[src/source/eth_pkg.sv]
package eth_pkg;

    // ****************************************
    // frame format
    // ****************************************
    localparam logic [7:0]  preamble_byte = 8'h55;
    localparam logic [7:0]  sfd_byte      = 8'hd5;
    localparam logic [15:0] eth_type_ipv4 = 16'h0800;
    localparam logic [3:0]  ip_version    = 4'd4;
    localparam logic [7:0]  ip_proto_udp  = 8'd17;
    localparam logic [7:0]  udp_head_len  = 8'd8;     // bytes

    // reflected ethernet polynomial, register starts at all ones, no final xor
    localparam logic [31:0] crc_poly      = 32'hedb88320;
    localparam logic [31:0] fcs_residue   = 32'hdebb20e3;  // remainder over data plus fcs

    // ****************************************
    // parser states, one-hot
    // ****************************************
    typedef enum logic [6:0] {
        idle     = 7'b000_0001,
        preamble = 7'b000_0010,
        eth_head = 7'b000_0100,
        ip_head  = 7'b000_1000,
        udp_head = 7'b001_0000,
        rx_data  = 7'b010_0000,
        rx_end   = 7'b100_0000
    } parser_state_e;

    // ****************************************
    // byte-stream results
    // ****************************************
    typedef struct packed {
        logic        en;
        logic [31:0] data;    // first payload byte in [31:24]
    } payload_beat_t;

    typedef struct packed {
        logic        done;
        logic [15:0] byte_num;
    } pkt_end_t;

    typedef struct packed {
        logic valid;
        logic ok;
    } fcs_result_t;

endpackage

[src/source/host_pkg.sv]
package host_pkg;

    // ****************************************
    // mailbox sizing
    // ****************************************
    localparam int buf_words = 16;
    localparam int buf_ptr_w = $clog2(buf_words);
    localparam logic [15:0] max_bytes = 16'(buf_words * 4);  // largest payload kept

    localparam int wb_adr_w = 3;

    // word addresses seen by the host
    typedef enum logic [wb_adr_w-1:0] {
        reg_status   = 3'd0,    // ready flag and byte count
        reg_data     = 3'd1,    // payload words, one per read
        reg_good_cnt = 3'd2,
        reg_bad_cnt  = 3'd3,
        reg_release  = 3'd4     // write only
    } wb_reg_e;

    // ****************************************
    // wishbone classic
    // ****************************************
    typedef struct packed {
        logic                cyc;
        logic                stb;
        logic                we;
        logic [wb_adr_w-1:0] adr;
        logic [31:0]         dat;
    } wb_req_t;

    typedef struct packed {
        logic        ack;
        logic [31:0] dat;
    } wb_rsp_t;

endpackage

[src/source/fcs_check.sv]
`timescale 1ns/1ps

module fcs_check (
    input  logic                 clk,
    input  logic                 rst_n,
    input  logic                 gmii_rx_dv,
    input  logic [7:0]           gmii_rxd,
    output eth_pkg::fcs_result_t fcs
);

    typedef enum logic [1:0] {
        sync_idle,
        sync_pre,     // inside the preamble
        sync_frame,   // crc running
        sync_wait     // junk, hold until dv drops
    } sync_state_e;

    sync_state_e sync;
    logic [31:0] crc;

    // one byte of the reflected crc, lsb first
    function automatic logic [31:0] crc_byte(input logic [31:0] crc_in, input logic [7:0] d);
        logic [31:0] c;
        c = crc_in ^ {24'd0, d};
        for (int i = 0; i < 8; i++) begin
            c = c[0] ? ((c >> 1) ^ eth_pkg::crc_poly) : (c >> 1);
        end
        return c;
    endfunction

    always_ff @(posedge clk or negedge rst_n) begin
        if (!rst_n) begin
            sync <= sync_idle;
            crc  <= '1;
            fcs  <= '0;
        end else begin
            fcs.valid <= 1'b0;
            if (!gmii_rx_dv) begin
                if (sync == sync_frame) begin
                    fcs.valid <= 1'b1;
                    fcs.ok    <= (crc == eth_pkg::fcs_residue);
                end
                sync <= sync_idle;
            end else begin
                case (sync)
                    sync_idle: sync <= (gmii_rxd == eth_pkg::preamble_byte) ? sync_pre : sync_wait;
                    sync_pre: begin
                        if (gmii_rxd == eth_pkg::sfd_byte) begin
                            sync <= sync_frame;
                            crc  <= '1;           // sfd itself not covered
                        end else if (gmii_rxd != eth_pkg::preamble_byte) begin
                            sync <= sync_wait;
                        end
                    end
                    sync_frame: crc <= crc_byte(crc, gmii_rxd);
                    default: ;
                endcase
            end
        end
    end

endmodule

[src/source/rx_mailbox.sv]
`timescale 1ns/1ps

module rx_mailbox (
    input  logic                   clk,
    input  logic                   rst_n,
    input  eth_pkg::payload_beat_t beat,
    input  eth_pkg::pkt_end_t      pkt_end,
    input  eth_pkg::fcs_result_t   fcs,
    input  host_pkg::wb_req_t      wb_req,
    output host_pkg::wb_rsp_t      wb_rsp
);

    logic [31:0] buf_mem [host_pkg::buf_words];

    logic [host_pkg::buf_ptr_w:0]   wr_cnt;    // msb set means buffer full
    logic [host_pkg::buf_ptr_w-1:0] rd_ptr;
    logic        pkt_ready;
    logic        done_seen;
    logic        blocked;                      // frame started while mailbox held a packet
    logic [15:0] frame_len;
    logic [31:0] good_cnt;
    logic [31:0] bad_cnt;
    logic        wr_en;
    logic        commit;
    logic        reject;
    logic        wb_hit;
    logic        data_pop;
    logic        release_req;
    logic [31:0] rd_mux;
    host_pkg::wb_reg_e reg_sel;

    assign reg_sel = host_pkg::wb_reg_e'(wb_req.adr);
    assign wb_hit  = wb_req.cyc && wb_req.stb && !wb_rsp.ack;

    assign wr_en  = beat.en && !pkt_ready && !blocked && !wr_cnt[host_pkg::buf_ptr_w];
    assign commit = fcs.valid && fcs.ok && done_seen && !blocked && !pkt_ready &&
                    (frame_len <= host_pkg::max_bytes);
    assign reject = fcs.valid && done_seen && !commit;   // frames for us that failed

    assign data_pop    = wb_hit && !wb_req.we && (reg_sel == host_pkg::reg_data) && pkt_ready;
    assign release_req = wb_hit && wb_req.we && (reg_sel == host_pkg::reg_release);

    // payload store
    always_ff @(posedge clk) begin
        if (wr_en)
            buf_mem[wr_cnt[host_pkg::buf_ptr_w-1:0]] <= beat.data;
    end

    // ****************************************
    // frame verdict and counters
    // ****************************************
    always_ff @(posedge clk or negedge rst_n) begin
        if (!rst_n) begin
            wr_cnt    <= '0;
            rd_ptr    <= '0;
            pkt_ready <= 1'b0;
            done_seen <= 1'b0;
            blocked   <= 1'b0;
            frame_len <= '0;
            good_cnt  <= '0;
            bad_cnt   <= '0;
        end else begin
            if (wr_en)
                wr_cnt <= wr_cnt + 1'b1;
            if (pkt_end.done) begin
                done_seen <= 1'b1;
                if (!pkt_ready && !blocked)
                    frame_len <= pkt_end.byte_num;  // keep the held packet's length
            end
            if ((beat.en || pkt_end.done) && pkt_ready)
                blocked <= 1'b1;
            if (data_pop)
                rd_ptr <= rd_ptr + 1'b1;

            if (fcs.valid) begin
                done_seen <= 1'b0;
                blocked   <= 1'b0;
                if (!commit)
                    wr_cnt <= '0;                   // drop partial words
            end
            if (release_req) begin
                pkt_ready <= 1'b0;
                wr_cnt    <= '0;
                rd_ptr    <= '0;
            end
            if (commit) begin
                pkt_ready <= 1'b1;
                good_cnt  <= good_cnt + 32'd1;
            end
            if (reject)
                bad_cnt <= bad_cnt + 32'd1;
        end
    end

    // ****************************************
    // wishbone slave
    // ****************************************
    always_comb begin
        case (reg_sel)
            host_pkg::reg_status:   rd_mux = {15'd0, pkt_ready, frame_len};
            host_pkg::reg_data:     rd_mux = pkt_ready ? buf_mem[rd_ptr] : 32'd0;
            host_pkg::reg_good_cnt: rd_mux = good_cnt;
            host_pkg::reg_bad_cnt:  rd_mux = bad_cnt;
            default:                rd_mux = 32'd0;   // release and unused reads
        endcase
    end

    always_ff @(posedge clk or negedge rst_n) begin
        if (!rst_n) begin
            wb_rsp <= '0;
        end else begin
            wb_rsp.ack <= wb_hit;    // single-cycle ack
            if (wb_hit)
                wb_rsp.dat <= wb_req.we ? 32'd0 : rd_mux;
        end
    end

endmodule

[src/source/udp_rx.sv]
`timescale 1ns/1ps

module udp_rx (
    input  logic                   clk,
    input  logic                   rst_n,
    input  logic [47:0]            board_mac,
    input  logic [31:0]            board_ip,
    input  logic                   gmii_rx_dv,
    input  logic [7:0]             gmii_rxd,
    output eth_pkg::payload_beat_t beat,
    output eth_pkg::pkt_end_t      pkt_end
);

    eth_pkg::parser_state_e state;

    logic [5:0]  cnt;          // byte index inside the current header
    logic [5:0]  ihl_bytes;
    logic [47:0] dst_mac;
    logic [7:0]  type_hi;
    logic [7:0]  ip_proto;
    logic [23:0] dst_ip;       // first three bytes, the fourth is compared live
    logic [15:0] udp_len;
    logic [15:0] data_len;
    logic [15:0] data_cnt;
    logic [15:0] udp_min;
    logic [31:0] word;
    logic [31:0] word_next;
    logic        last_byte;
    logic        beat_en;
    logic        done;

    assign udp_min   = {8'd0, eth_pkg::udp_head_len};
    assign last_byte = (state == eth_pkg::rx_data) && gmii_rx_dv &&
                       (data_cnt == data_len - 16'd1);

    // byte lane fill, a new word starts with its low bytes cleared
    always_comb begin
        case (data_cnt[1:0])
            2'd0:    word_next = {gmii_rxd, 24'd0};
            2'd1:    word_next = {word[31:24], gmii_rxd, 16'd0};
            2'd2:    word_next = {word[31:16], gmii_rxd, 8'd0};
            default: word_next = {word[31:8], gmii_rxd};
        endcase
    end

    // ****************************************
    // header walk
    // ****************************************
    always_ff @(posedge clk or negedge rst_n) begin
        if (!rst_n) begin
            state    <= eth_pkg::idle;
            cnt      <= '0;
            data_cnt <= '0;
            beat_en  <= 1'b0;
            done     <= 1'b0;
        end else begin
            beat_en <= 1'b0;
            done    <= 1'b0;
            cnt     <= cnt + 6'd1;
            if (!gmii_rx_dv) begin
                state    <= eth_pkg::idle;   // end of frame or abort
                cnt      <= '0;
                data_cnt <= '0;
            end else begin
                case (state)
                    eth_pkg::idle: begin
                        if (gmii_rxd == eth_pkg::preamble_byte)
                            state <= eth_pkg::preamble;
                        else
                            state <= eth_pkg::rx_end;
                    end
                    eth_pkg::preamble: begin
                        // seven 0x55 then the sfd
                        if (gmii_rxd == eth_pkg::sfd_byte && cnt == 6'd7) begin
                            state <= eth_pkg::eth_head;
                            cnt   <= '0;
                        end else if (gmii_rxd != eth_pkg::preamble_byte || cnt == 6'd7) begin
                            state <= eth_pkg::rx_end;
                        end
                    end
                    eth_pkg::eth_head: begin
                        if (cnt == 6'd13) begin
                            cnt <= '0;
                            if (dst_mac == board_mac &&
                                {type_hi, gmii_rxd} == eth_pkg::eth_type_ipv4)
                                state <= eth_pkg::ip_head;
                            else
                                state <= eth_pkg::rx_end;
                        end
                    end
                    eth_pkg::ip_head: begin
                        if (cnt == 6'd0 && (gmii_rxd[7:4] != eth_pkg::ip_version ||
                                            gmii_rxd[3:0] < 4'd5)) begin
                            state <= eth_pkg::rx_end;
                        end else if (cnt == 6'd19 && (ip_proto != eth_pkg::ip_proto_udp ||
                                                      {dst_ip, gmii_rxd} != board_ip)) begin
                            state <= eth_pkg::rx_end;
                        end else if (cnt >= 6'd19 && cnt == ihl_bytes - 6'd1) begin
                            state <= eth_pkg::udp_head;   // options skipped
                            cnt   <= '0;
                        end
                    end
                    eth_pkg::udp_head: begin
                        if (cnt == 6'd7) begin
                            cnt      <= '0;
                            data_cnt <= '0;
                            state    <= (udp_len > udp_min) ? eth_pkg::rx_data : eth_pkg::rx_end;
                        end
                    end
                    eth_pkg::rx_data: begin
                        data_cnt <= data_cnt + 16'd1;
                        beat_en  <= (data_cnt[1:0] == 2'd3) || last_byte;
                        if (last_byte) begin
                            done  <= 1'b1;
                            state <= eth_pkg::rx_end;   // padding and fcs ignored
                        end
                    end
                    eth_pkg::rx_end: ;                  // wait for dv to drop
                    default: state <= eth_pkg::idle;
                endcase
            end
        end
    end

    // ****************************************
    // field capture and payload packing
    // ****************************************
    always_ff @(posedge clk) begin
        if (gmii_rx_dv) begin
            case (state)
                eth_pkg::eth_head: begin
                    if (cnt < 6'd6)
                        dst_mac <= {dst_mac[39:0], gmii_rxd};
                    if (cnt == 6'd12)
                        type_hi <= gmii_rxd;
                end
                eth_pkg::ip_head: begin
                    if (cnt == 6'd0)
                        ihl_bytes <= {gmii_rxd[3:0], 2'b00};  // words to bytes
                    if (cnt == 6'd9)
                        ip_proto <= gmii_rxd;
                    if (cnt >= 6'd16 && cnt <= 6'd18)
                        dst_ip <= {dst_ip[15:0], gmii_rxd};
                end
                eth_pkg::udp_head: begin
                    if (cnt == 6'd4)
                        udp_len[15:8] <= gmii_rxd;
                    if (cnt == 6'd5)
                        udp_len[7:0] <= gmii_rxd;
                    if (cnt == 6'd7)
                        data_len <= udp_len - udp_min;
                end
                eth_pkg::rx_data: word <= word_next;
                default: ;
            endcase
        end
    end

    assign beat.en          = beat_en;
    assign beat.data        = word;
    assign pkt_end.done     = done;
    assign pkt_end.byte_num = data_len;

endmodule

[src/source/udp_rx_top.sv]
`timescale 1ns/1ps

module udp_rx_top (
    input  logic              clk,
    input  logic              rst_n,
    input  logic [47:0]       board_mac,
    input  logic [31:0]       board_ip,
    input  logic              gmii_rx_dv,
    input  logic [7:0]        gmii_rxd,
    input  host_pkg::wb_req_t wb_req,
    output host_pkg::wb_rsp_t wb_rsp
);

    eth_pkg::payload_beat_t beat;
    eth_pkg::pkt_end_t      pkt_end;
    eth_pkg::fcs_result_t   fcs;

    // header parse and crc run side by side on the same bytes
    udp_rx udp_rx_i (
        .clk        (clk),
        .rst_n      (rst_n),
        .board_mac  (board_mac),
        .board_ip   (board_ip),
        .gmii_rx_dv (gmii_rx_dv),
        .gmii_rxd   (gmii_rxd),
        .beat       (beat),
        .pkt_end    (pkt_end)
    );

    fcs_check fcs_check_i (
        .clk        (clk),
        .rst_n      (rst_n),
        .gmii_rx_dv (gmii_rx_dv),
        .gmii_rxd   (gmii_rxd),
        .fcs        (fcs)
    );

    rx_mailbox rx_mailbox_i (
        .clk     (clk),
        .rst_n   (rst_n),
        .beat    (beat),
        .pkt_end (pkt_end),
        .fcs     (fcs),
        .wb_req  (wb_req),
        .wb_rsp  (wb_rsp)
    );

endmodule

[config.mk]
export PLATFORM = sky130hd
export DESIGN_NAME = udp_rx_top
export DESIGN_NICKNAME = d
export VERILOG_FILES = /design/src/source/eth_pkg.sv /design/src/source/host_pkg.sv /design/src/source/fcs_check.sv /design/src/source/rx_mailbox.sv /design/src/source/udp_rx.sv /design/src/source/udp_rx_top.sv
export SDC_FILE = /design/constraint.sdc
export NUM_CORES = 1
export LEC_CHECK = 0
export ABC_AREA = 1
export BUFFER_PORTS_ARGS = -buffer_cell sky130_fd_sc_hd__buf_4
export CORE_MARGIN = 3
export CORE_UTILIZATION = 57
export CTS_BUF_LIST = sky130_fd_sc_hd__clkbuf_8
export CTS_CLUSTER_DIAMETER = 40
export DETAILED_ROUTE_END_ITERATION = 8
export PLACE_DENSITY = 0.75
export RECOVER_POWER = 25
export SLEW_MARGIN = 40
export SYNTH_ARGS = -nofsm -noshare
export SYNTH_HDL_FRONTEND = slang
export SYNTH_SLANG_ARGS = --single-unit
export TNS_END_PERCENT = 30
[constraint.sdc]
create_clock -name clk -period 13.06 [get_ports clk]
set_clock_uncertainty 0.15 [all_clocks]
set_input_delay 1.959 -clock clk [delete_from_list [all_inputs] [get_ports clk]]
set_output_delay 1.959 -clock clk [all_outputs]
set_load 0.03 [all_outputs]
==> metrics.yaml, run 1 <==
run_status:
  status: "completed"
worst_setup_path:
  end_kind: "flop"
  worstSetupPathType: "flop to flop"
  startpoint_type: "flop"
  worstPathRequired_ns: 13.64
  crit_fanout: 82
  critPathArrivalTime_ns: 4.21
timing:
  layout_setup_ws_ns: 9.43
  tightest_slew_ns: 0.931
  finalCritPeriodShare: 0.278
  setup_viol: 0
  hold_ws_ns: 0.305
  setup_tns_ns: 0
  fin_crit_ns: 3.63
  rsz0062_at_grt: "false"
  max_freq_ghz: 0.275
  finalHoldViolations: 0
  maxSlewViolCount: 0
  slew_headroom: 0.373
drt:
  dr.first_iter.drc_count: 3233
  wl_per_cell_um: 20.6
  ant_nets: 0
  first_pass_iters: 6
  vias: 28000
  routed_via_density: 5.78
  wl_mm: 99.6
  route.detailed.drc: 0
floorplanning:
  die_w_um: 266
  core_mm2: 0.0665
  pin_count: 162
  die_y_um: 266
  dieArea_mm2: 0.0708
  start_util: 0.580
  fp-row-count: 94
flow_run:
  drv_cap: 0
synthesis:
  synthFlopType: "edfxtp_1"
  syn-instance-count: 3692
  yosysWarnings: 0
  synth_cell_types: 59
  syn_nets: 3840
  yosysSeqAreaShare: 0.646
  async_flop_share: 0.223
  syn_avg_cell_area_um2: 10.4
  syn_area_mm2: 0.0386
  ys_ff_latch: 860
  synth_edf_count: 668
final_layout:
  drive_gt1_frac: 0.120
  nets: 4017
  fin_cells: 4839
  syn_to_final_growth_pct: 12.5
global_routing:
  grt_overflow: 0
  grt_first_pass_wirelength_mm: 153
  grt_use_total: 0.283
  grt_max_degree: 137
  grt_pass1_vias: 27200
  grt_antenna_before_repair: 1
cts:
  root_buffer: "clkbuf_8"
  cts_tree: "built"
  hold_buffers: 0
  cts_max_level: 4
  clk_latency_ns: 0.78
  cts_made_buffers: 146
  clk_path_buf_depth: 3
  cts_resized: 0
  post_cts_buffers: 0
  clkTransAtPathRegs_ns: 0.06
  cts.sinks: 860
place:
  dp_slack_ns: 8.70
  gp_congestion: 0.959
  dp_hpwl_mm: 61.6
  dpl.cell_count: 4585
  port_buffers: 129
power_and_ir_drop:
  swShare: 0.296
  combinationalPowerShare: 0.175
  power_switching_mw: 1.95
  ir_drop_mv: 0.177
  p_seq_frac: 0.469
  pwr-share-clk: 0.357
  internal-power_mw: 4.65
  power_density_mw_per_mm2: 152
  p_leak_nw: 16.9
hold_path:
  min-delay-path-class: "flop to flop"
[layout by cell type, fill, tap and decap left out, types with 87 or more instances in the layout]
cell,instances
edfxtp_1,668
buf_4,168
nand3_1,118
inv_1,367
nand2_1,731
xor2_1,116
dfrtp_1,156
a21oi_1,87
clkbuf_8,152
o21ai_0,336
nor2_1,487
[critical path, stage by stage (launching register included)]
cell and delay [ns]:
dfrtp_4 0.71, clkinv_2 0.49, buf_6 0.62, o21ai_0 0.20
o22ai_1 0.16, o21ai_0 0.11, o21ai_0 0.65, nand2_1 0.15
o211ai_1 0.14, nand2_1 0.07, nand2_1 0.06
[flip-flops by register name, summed over array words and instances (netlist names), 2 cells and up]
register / count
rx_mailbox_i.buf_mem: 512
udp_rx_i.dst_mac: 48
rx_mailbox_i.wb_rsp: 33
fcs_check_i.crc: 32
rx_mailbox_i.bad_cnt: 32
rx_mailbox_i.good_cnt: 32
udp_rx_i.word: 32
udp_rx_i.dst_ip: 24
rx_mailbox_i.frame_len: 16
udp_rx_i.data_cnt: 16
udp_rx_i.data_len: 16
udp_rx_i.udp_len: 16
udp_rx_i.ip_proto: 8
udp_rx_i.type_hi: 8
udp_rx_i.state: 7
udp_rx_i.cnt: 6
rx_mailbox_i.wr_cnt: 5
rx_mailbox_i.rd_ptr: 4
udp_rx_i.ihl_bytes: 4
fcs_check_i.fcs: 2
fcs_check_i.sync: 2
[Yosys cell counts (all sizes together) (19+ instances only)]
| library cell | instances | area, um2 |
|---|---|---|
| o22ai | 55 | 344 |
| dfstp | 33 | 867 |
| edfxtp | 668 | 20100 |
| xor2 | 118 | 1060 |
| buf | 53 | 265 |
| dfrtp | 159 | 3980 |
| nand3 | 120 | 611 |
| o221ai | 52 | 455 |
| nor2 | 511 | 1940 |
| nand4 | 42 | 263 |
| nand2 | 740 | 2830 |
| xnor2 | 63 | 623 |
| clkbuf | 91 | 343 |
| nor3 | 79 | 400 |
| nor4 | 22 | 138 |
| ha | 19 | 238 |
| inv | 340 | 1280 |
| o21ai | 343 | 1720 |
| a21oi | 88 | 444 |
[cell type report]
class,count,area [um2]
sequential,860,24900
timing repair buffer,173,1330
inverter,346,1310
fill,5109,23100
antenna,3,7.51
multi-input combinational,2342,11900
tap,864,1080
clock buffer,152,2090
clock inverter,99,714
[power groups by stage]
stage	Clock [mW]	Combinational, mW	Sequential [mW]
after floorplan	0	0.840	3.10
after global placement	0	1.11	3.14
after detailed placement	0	1.14	3.14
after CTS	2.38	1.14	3.09
after global routing	2.51	1.28	3.10
final	2.35	1.15	3.09
[cell families (layout without fill, tap and decap cells)]
logic type	Yosys count	after routing	share of synthesized area
xor+xnor	181	181	0.0436
flops	860	860	0.646
mux	1	1	0.000292
simple gates	1535	1535	0.164
buf+inv	490	770	0.0494
compound gates	606	606	0.0910
other cells	0	3	0
fa+ha+maj	19	19	0.00616
[stage by stage]
stage                     area [um2]  total power [mW]  utilization
after floorplan                38600              3.94            -
after global placement         40500              4.25        0.609
after detailed placement       40600              4.28        0.610
after CTS                      43400              6.62        0.652
after global routing           43400              6.89        0.653
final                          43400              6.60        0.653
[layer usage]
layer / up-vias / part of all wire / global-route usage
li1: 13000 / - / -
met1: 13400 / 0.40 / 0.381
met3: 221 / 0.092 / 0.0548
met2: 1372 / 0.47 / 0.447
met5: - / 0 / 0
met4: 0 / 0.041 / 0.138
[final timing paths]
| kind | start | end | slack [ns] | cells past startpoint |
|---|---|---|---|---|
| min reg2reg | udp_rx_i.udp_len[1] | udp_rx_i.data_len[1] | 0.31 | 0 |
| max reg2reg | rx_mailbox_i.rd_ptr[1] | rx_mailbox_i.wb_rsp[30] | 9.43 | 10 |
| max | rx_mailbox_i.rd_ptr[1] | rx_mailbox_i.wb_rsp[30] | 9.43 | 10 |
| min | udp_rx_i.udp_len[1] | udp_rx_i.data_len[1] | 0.31 | 0 |
| max in group asynchronous | rst_n | udp_rx_i.cnt[1] | 10.55 | 2 |
| min in group asynchronous | rst_n | rx_mailbox_i.wb_rsp[20] | 1.02 | 1 |
Power figures use the tool's default switching activity.
==> run 2, diff against run 1 <==
ABC_AREA = 0   (was 1)
clock period = 3.8 ns   (was 13.06 ns; I/O delays follow)
==> run 2 against run 1 <==
  * The flow now finishes with violations (capacitance limit, slew limit)
  * Synthesized cell count is 42% lower
  * First-iteration DRC count decreased by 38%
  * Routed wire length decreased by 20%
  * Count of clock-buffer cells in the layout is 2 lower
  * Clock power grew to 3.2 times the previous value
  * Critical path depth unchanged
  * Critical path type is now input pin to flop
==> metrics.yaml, run 2 <==
synthesis:
  synth_top_area_frac: 0.555  # +0.0348
  yosysTopAreaCell: "edfxtp_1"
  async_flop_share: 0.223  # unchanged
  synth_cell_types: 84  # +42%
  synth_compound_area_frac: 0.0419  # -0.0490
  synth.most_common_cell: "edfxtp_1"
  synthFlopType: "edfxtp_1"
  yosysSeqAreaShare: 0.689  # +0.0432
  synth.area.top_cells: "edfxtp_1, dfrtp_1, mux4_2"
  synthAdderAreaFrac: 0.00658  # +0.000413
  yosysWarnings: 0  # unchanged
  synth_edf_count: 668  # unchanged
  syn-instance-count: 2140  # -42%
  ys_ff_latch: 860  # unchanged
  synthTopCellsByCount: "edfxtp_1, xnor2_1, dfrtp_1"
  syn_area_mm2: 0.0361  # -6.3%
  syn_avg_cell_area_um2: 16.9  # +62%
  syn_nets: 2288  # -40%
  synthSimpleGateAreaFrac: 0.0673  # -0.0965
  synth_top_family_by_area: "multiplexers"
  synth_xor_area_frac: 0.0636  # +0.0200
  synth_mux_area_frac: 0.115  # +0.114
worst_setup_path:
  path_cells: "dlygate4sd3_1 -> clkbuf_1 -> and4b_1 -> and3_1 -> nand2b_1 -> nand3b_1 -> a2111oi_0 -> a2111oi_0 -> a21oi_1 -> mux2_4"
  worstPathRequired_ns: 4.29  # -9.35 ns
  crit_path_top_delay_cell: "clkbuf_1"
  worst_path_most_repeated_cell: "a2111oi_0"
  max_stage_delay_ns: 0.80  # +0.09 ns
  critPathArrivalTime_ns: 3.86  # -0.35 ns
  worstSetupPathType: "input pin to flop"
  cp_num_buf_inv: 2  # unchanged
  startpoint_type: "input pin"
  crit_fanout: 14  # -83%
  crit_family: "buffers and inverters"
  end_kind: "flop"
power_and_ir_drop:
  internal-power_mw: 15.5  # +230%
  ir_drop_mv: 0.365  # +110%
  p_seq_frac: 0.514  # +0.045
  combinationalPowerShare: 0.123  # -0.052
  pwr-share-clk: 0.363  # +0.006
  p_total_mw: 20.5  # +210%
  swShare: 0.244  # -0.0519
  power_switching_mw: 5.02  # +160%
  power_density_mw_per_mm2: 500  # +230%
  p_leak_nw: 15.6  # -7.9%
drt:
  wl_per_cell_um: 24.0  # +17%
  vias: 19900  # -29%
  first_pass_iters: 6  # unchanged
  route.detailed.drc: 0  # unchanged
  routed_via_density: 5.98  # +3.5%
  ant_nets: 0  # unchanged
  dr.first_iter.drc_count: 2012  # -38%
  wl_mm: 79.9  # -20%
floorplanning:
  die_y_um: 258  # -3.1%
  core_mm2: 0.0622  # -6.4%
  fp-row-count: 91  # -3.2%
  start_util: 0.581  # +0.00105
  die_w_um: 258  # -3.1%
  pin_count: 162  # unchanged
  dieArea_mm2: 0.0665  # -6.1%
timing:
  slew_headroom: -0.290  # -0.663
  max_freq_ghz: 0.297
  setup_viol: 0  # unchanged
  fin_crit_ns: 3.37
  layout_setup_ws_ns: 0.432  # -8.99 ns
  finalHoldViolations: 0  # unchanged
  finalCritPeriodShare: 0.886
  tightest_slew_ns: 1.94  # +1.00 ns
  rsz0062_at_grt: "false"
  maxSlewViolCount: 91  # +91
global_routing:
  grt_max_degree: 82  # -40%
  grt_use_total: 0.246  # -0.0368
  grt_pass1_vias: 20800  # -23%
  grt_overflow: 0  # unchanged
  grt_first_pass_wirelength_mm: 123  # -20%
  grt_antenna_before_repair: 1  # unchanged
final_layout:
  final_common_cell: "edfxtp_1"
  drive_gt1_frac: 0.247  # +0.127
  syn_to_final_growth_pct: 13.8
  fin_area_mm2: 0.0411  # -5.2%
  largest_reg_flops: 512  # unchanged
  nets: 2523  # -37%
  layout_common_cells: "edfxtp_1, xnor2_1, buf_4"
place:
  port_buffers: 129  # unchanged
  dpl_cell_area_mm2: 0.0385  # -5.1%
  dp_slack_ns: 0.549  # -8.15 ns
  gp_congestion: 0.896  # -6.6%
  dp_hpwl_mm: 49.6  # -20%
run_status:
  violations: "capacitance limit, slew limit"
  status: "finished with violations"
cts:
  clk_path_buf_depth: 3  # unchanged
  clk_latency_ns: 0.78  # about the same
  root_buffer: "clkbuf_8"
  cts_tree: "built"
  clkTransAtPathRegs_ns: 0.06  # about the same
  cts_made_buffers: 138  # -5.5%
  cts_max_level: 4  # unchanged
  cts.sinks: 860  # unchanged
hold_path:
  min-delay-path-class: "input pin to flop"
flow_run:
  drv_cap: 2  # +2
[run 2: changes by cell type after synthesis, sizes merged, moves of 61 or more]
cell / before / now
nand2: 740 / 71
nand3: 120 / 29
inv: 340 / 56
mux4: 0 / 154
o21ai: 343 / 40
nor2: 511 / 76
xnor2: 63 / 166
a21oi: 88 / 27
[run 2: layout make-up]
type                            count  area [um2]
Multi-Input combinational cell   1129       10700
Inverter                           56         210
Fill cell                        4191       21000
Clock buffer                      150        2060
Timing Repair Buffer              190        1640
Tap cell                          837        1050
Clock inverter                    104         554
Sequential cell                   860       24900
Antenna cell                        2        5.00
[run 2: path summary, 6_finish.rpt]
| path | from | to | slack (ns) | cells past startpoint |
|---|---|---|---|---|
| worst max-delay path | gmii_rxd[4] | udp_rx_i.state[6] | 0.43 | 10 |
| worst min-delay path | wb_req[36] | rx_mailbox_i.rd_ptr[3] | 0.10 | 4 |
| worst max register to register | udp_rx_i.data_len[0] | udp_rx_i.state[6] | 0.71 | 10 |
| worst min register to register | udp_rx_i.dst_mac[24] | udp_rx_i.dst_mac[32] | 0.30 | 0 |
| max in group asynchronous | rst_n | rx_mailbox_i.bad_cnt[6] | 1.42 | 3 |
| min in group asynchronous | rst_n | udp_rx_i.data_cnt[13] | 0.69 | 2 |
[run 2: kinds of logic (layout without fill, tap and decap cells)]
kind of cell,after synthesis,after routing
XOR/XNOR,259,259
other,0,2
buffers and inverters,151,500
AO/OA/AOI/OAI,212,212
AND/OR/NAND/NOR,420,420
flip-flops,860,860
multiplexers,219,219
adder cells (fa/ha/maj),19,19
[run 2: through the flow]
stage               cells  hold WS (ns)   util  TNS [ns]
floorplan            2140         0.124      -    -58.69
global placement     3066         0.299  0.619         0
detailed placement   3066         0.301  0.619         0
CTS                  3326       0.00285  0.662         0
global route         3327        0.0977  0.662         0
finish               3328         0.102  0.662         0
[run 2: worst register-to-register path, cell delays in order, from the launching register on]
cell and delay, ns:
edfxtp_1 0.50, inv_1 0.10, ha_1 0.26, or4b_4 0.55, nor3_1 0.16, nor2_1 0.06, a311oi_1 0.26, nand4_1 0.17
nor3_2 0.31, o21ai_2 0.14, mux2_4 0.32
[run 2: layer usage]
| layer | up-vias | track usage | wire [um] | share of wire |
|---|---|---|---|---|
| li1 | 8792 | - | - | - |
| met4 | 0 | 0.105 | 2850 | 0.036 |
| met5 | - | 0 | 0 | 0 |
| met3 | 143 | 0.0579 | 6100 | 0.076 |
| met1 | 10100 | 0.332 | 31800 | 0.40 |
| met2 | 842 | 0.391 | 39100 | 0.49 |
[run 2: power by group through the flow]
stage	clock (mW)	sequential [mW]	combinational, mW
after floorplan	0	10.7	1.94
after global routing	8.04	10.6	2.73
final	7.46	10.6	2.53
after CTS	7.61	10.6	2.55
after detailed placement	0	10.7	2.51
after global placement	0	10.7	2.46
[run 2: what timing repair did]
action                    4_1_cts  5_1_grt
hold endpoints to repair       66        0
setup buffers                   0        0
gates resized for setup         0        0
hold buffers                    6        0
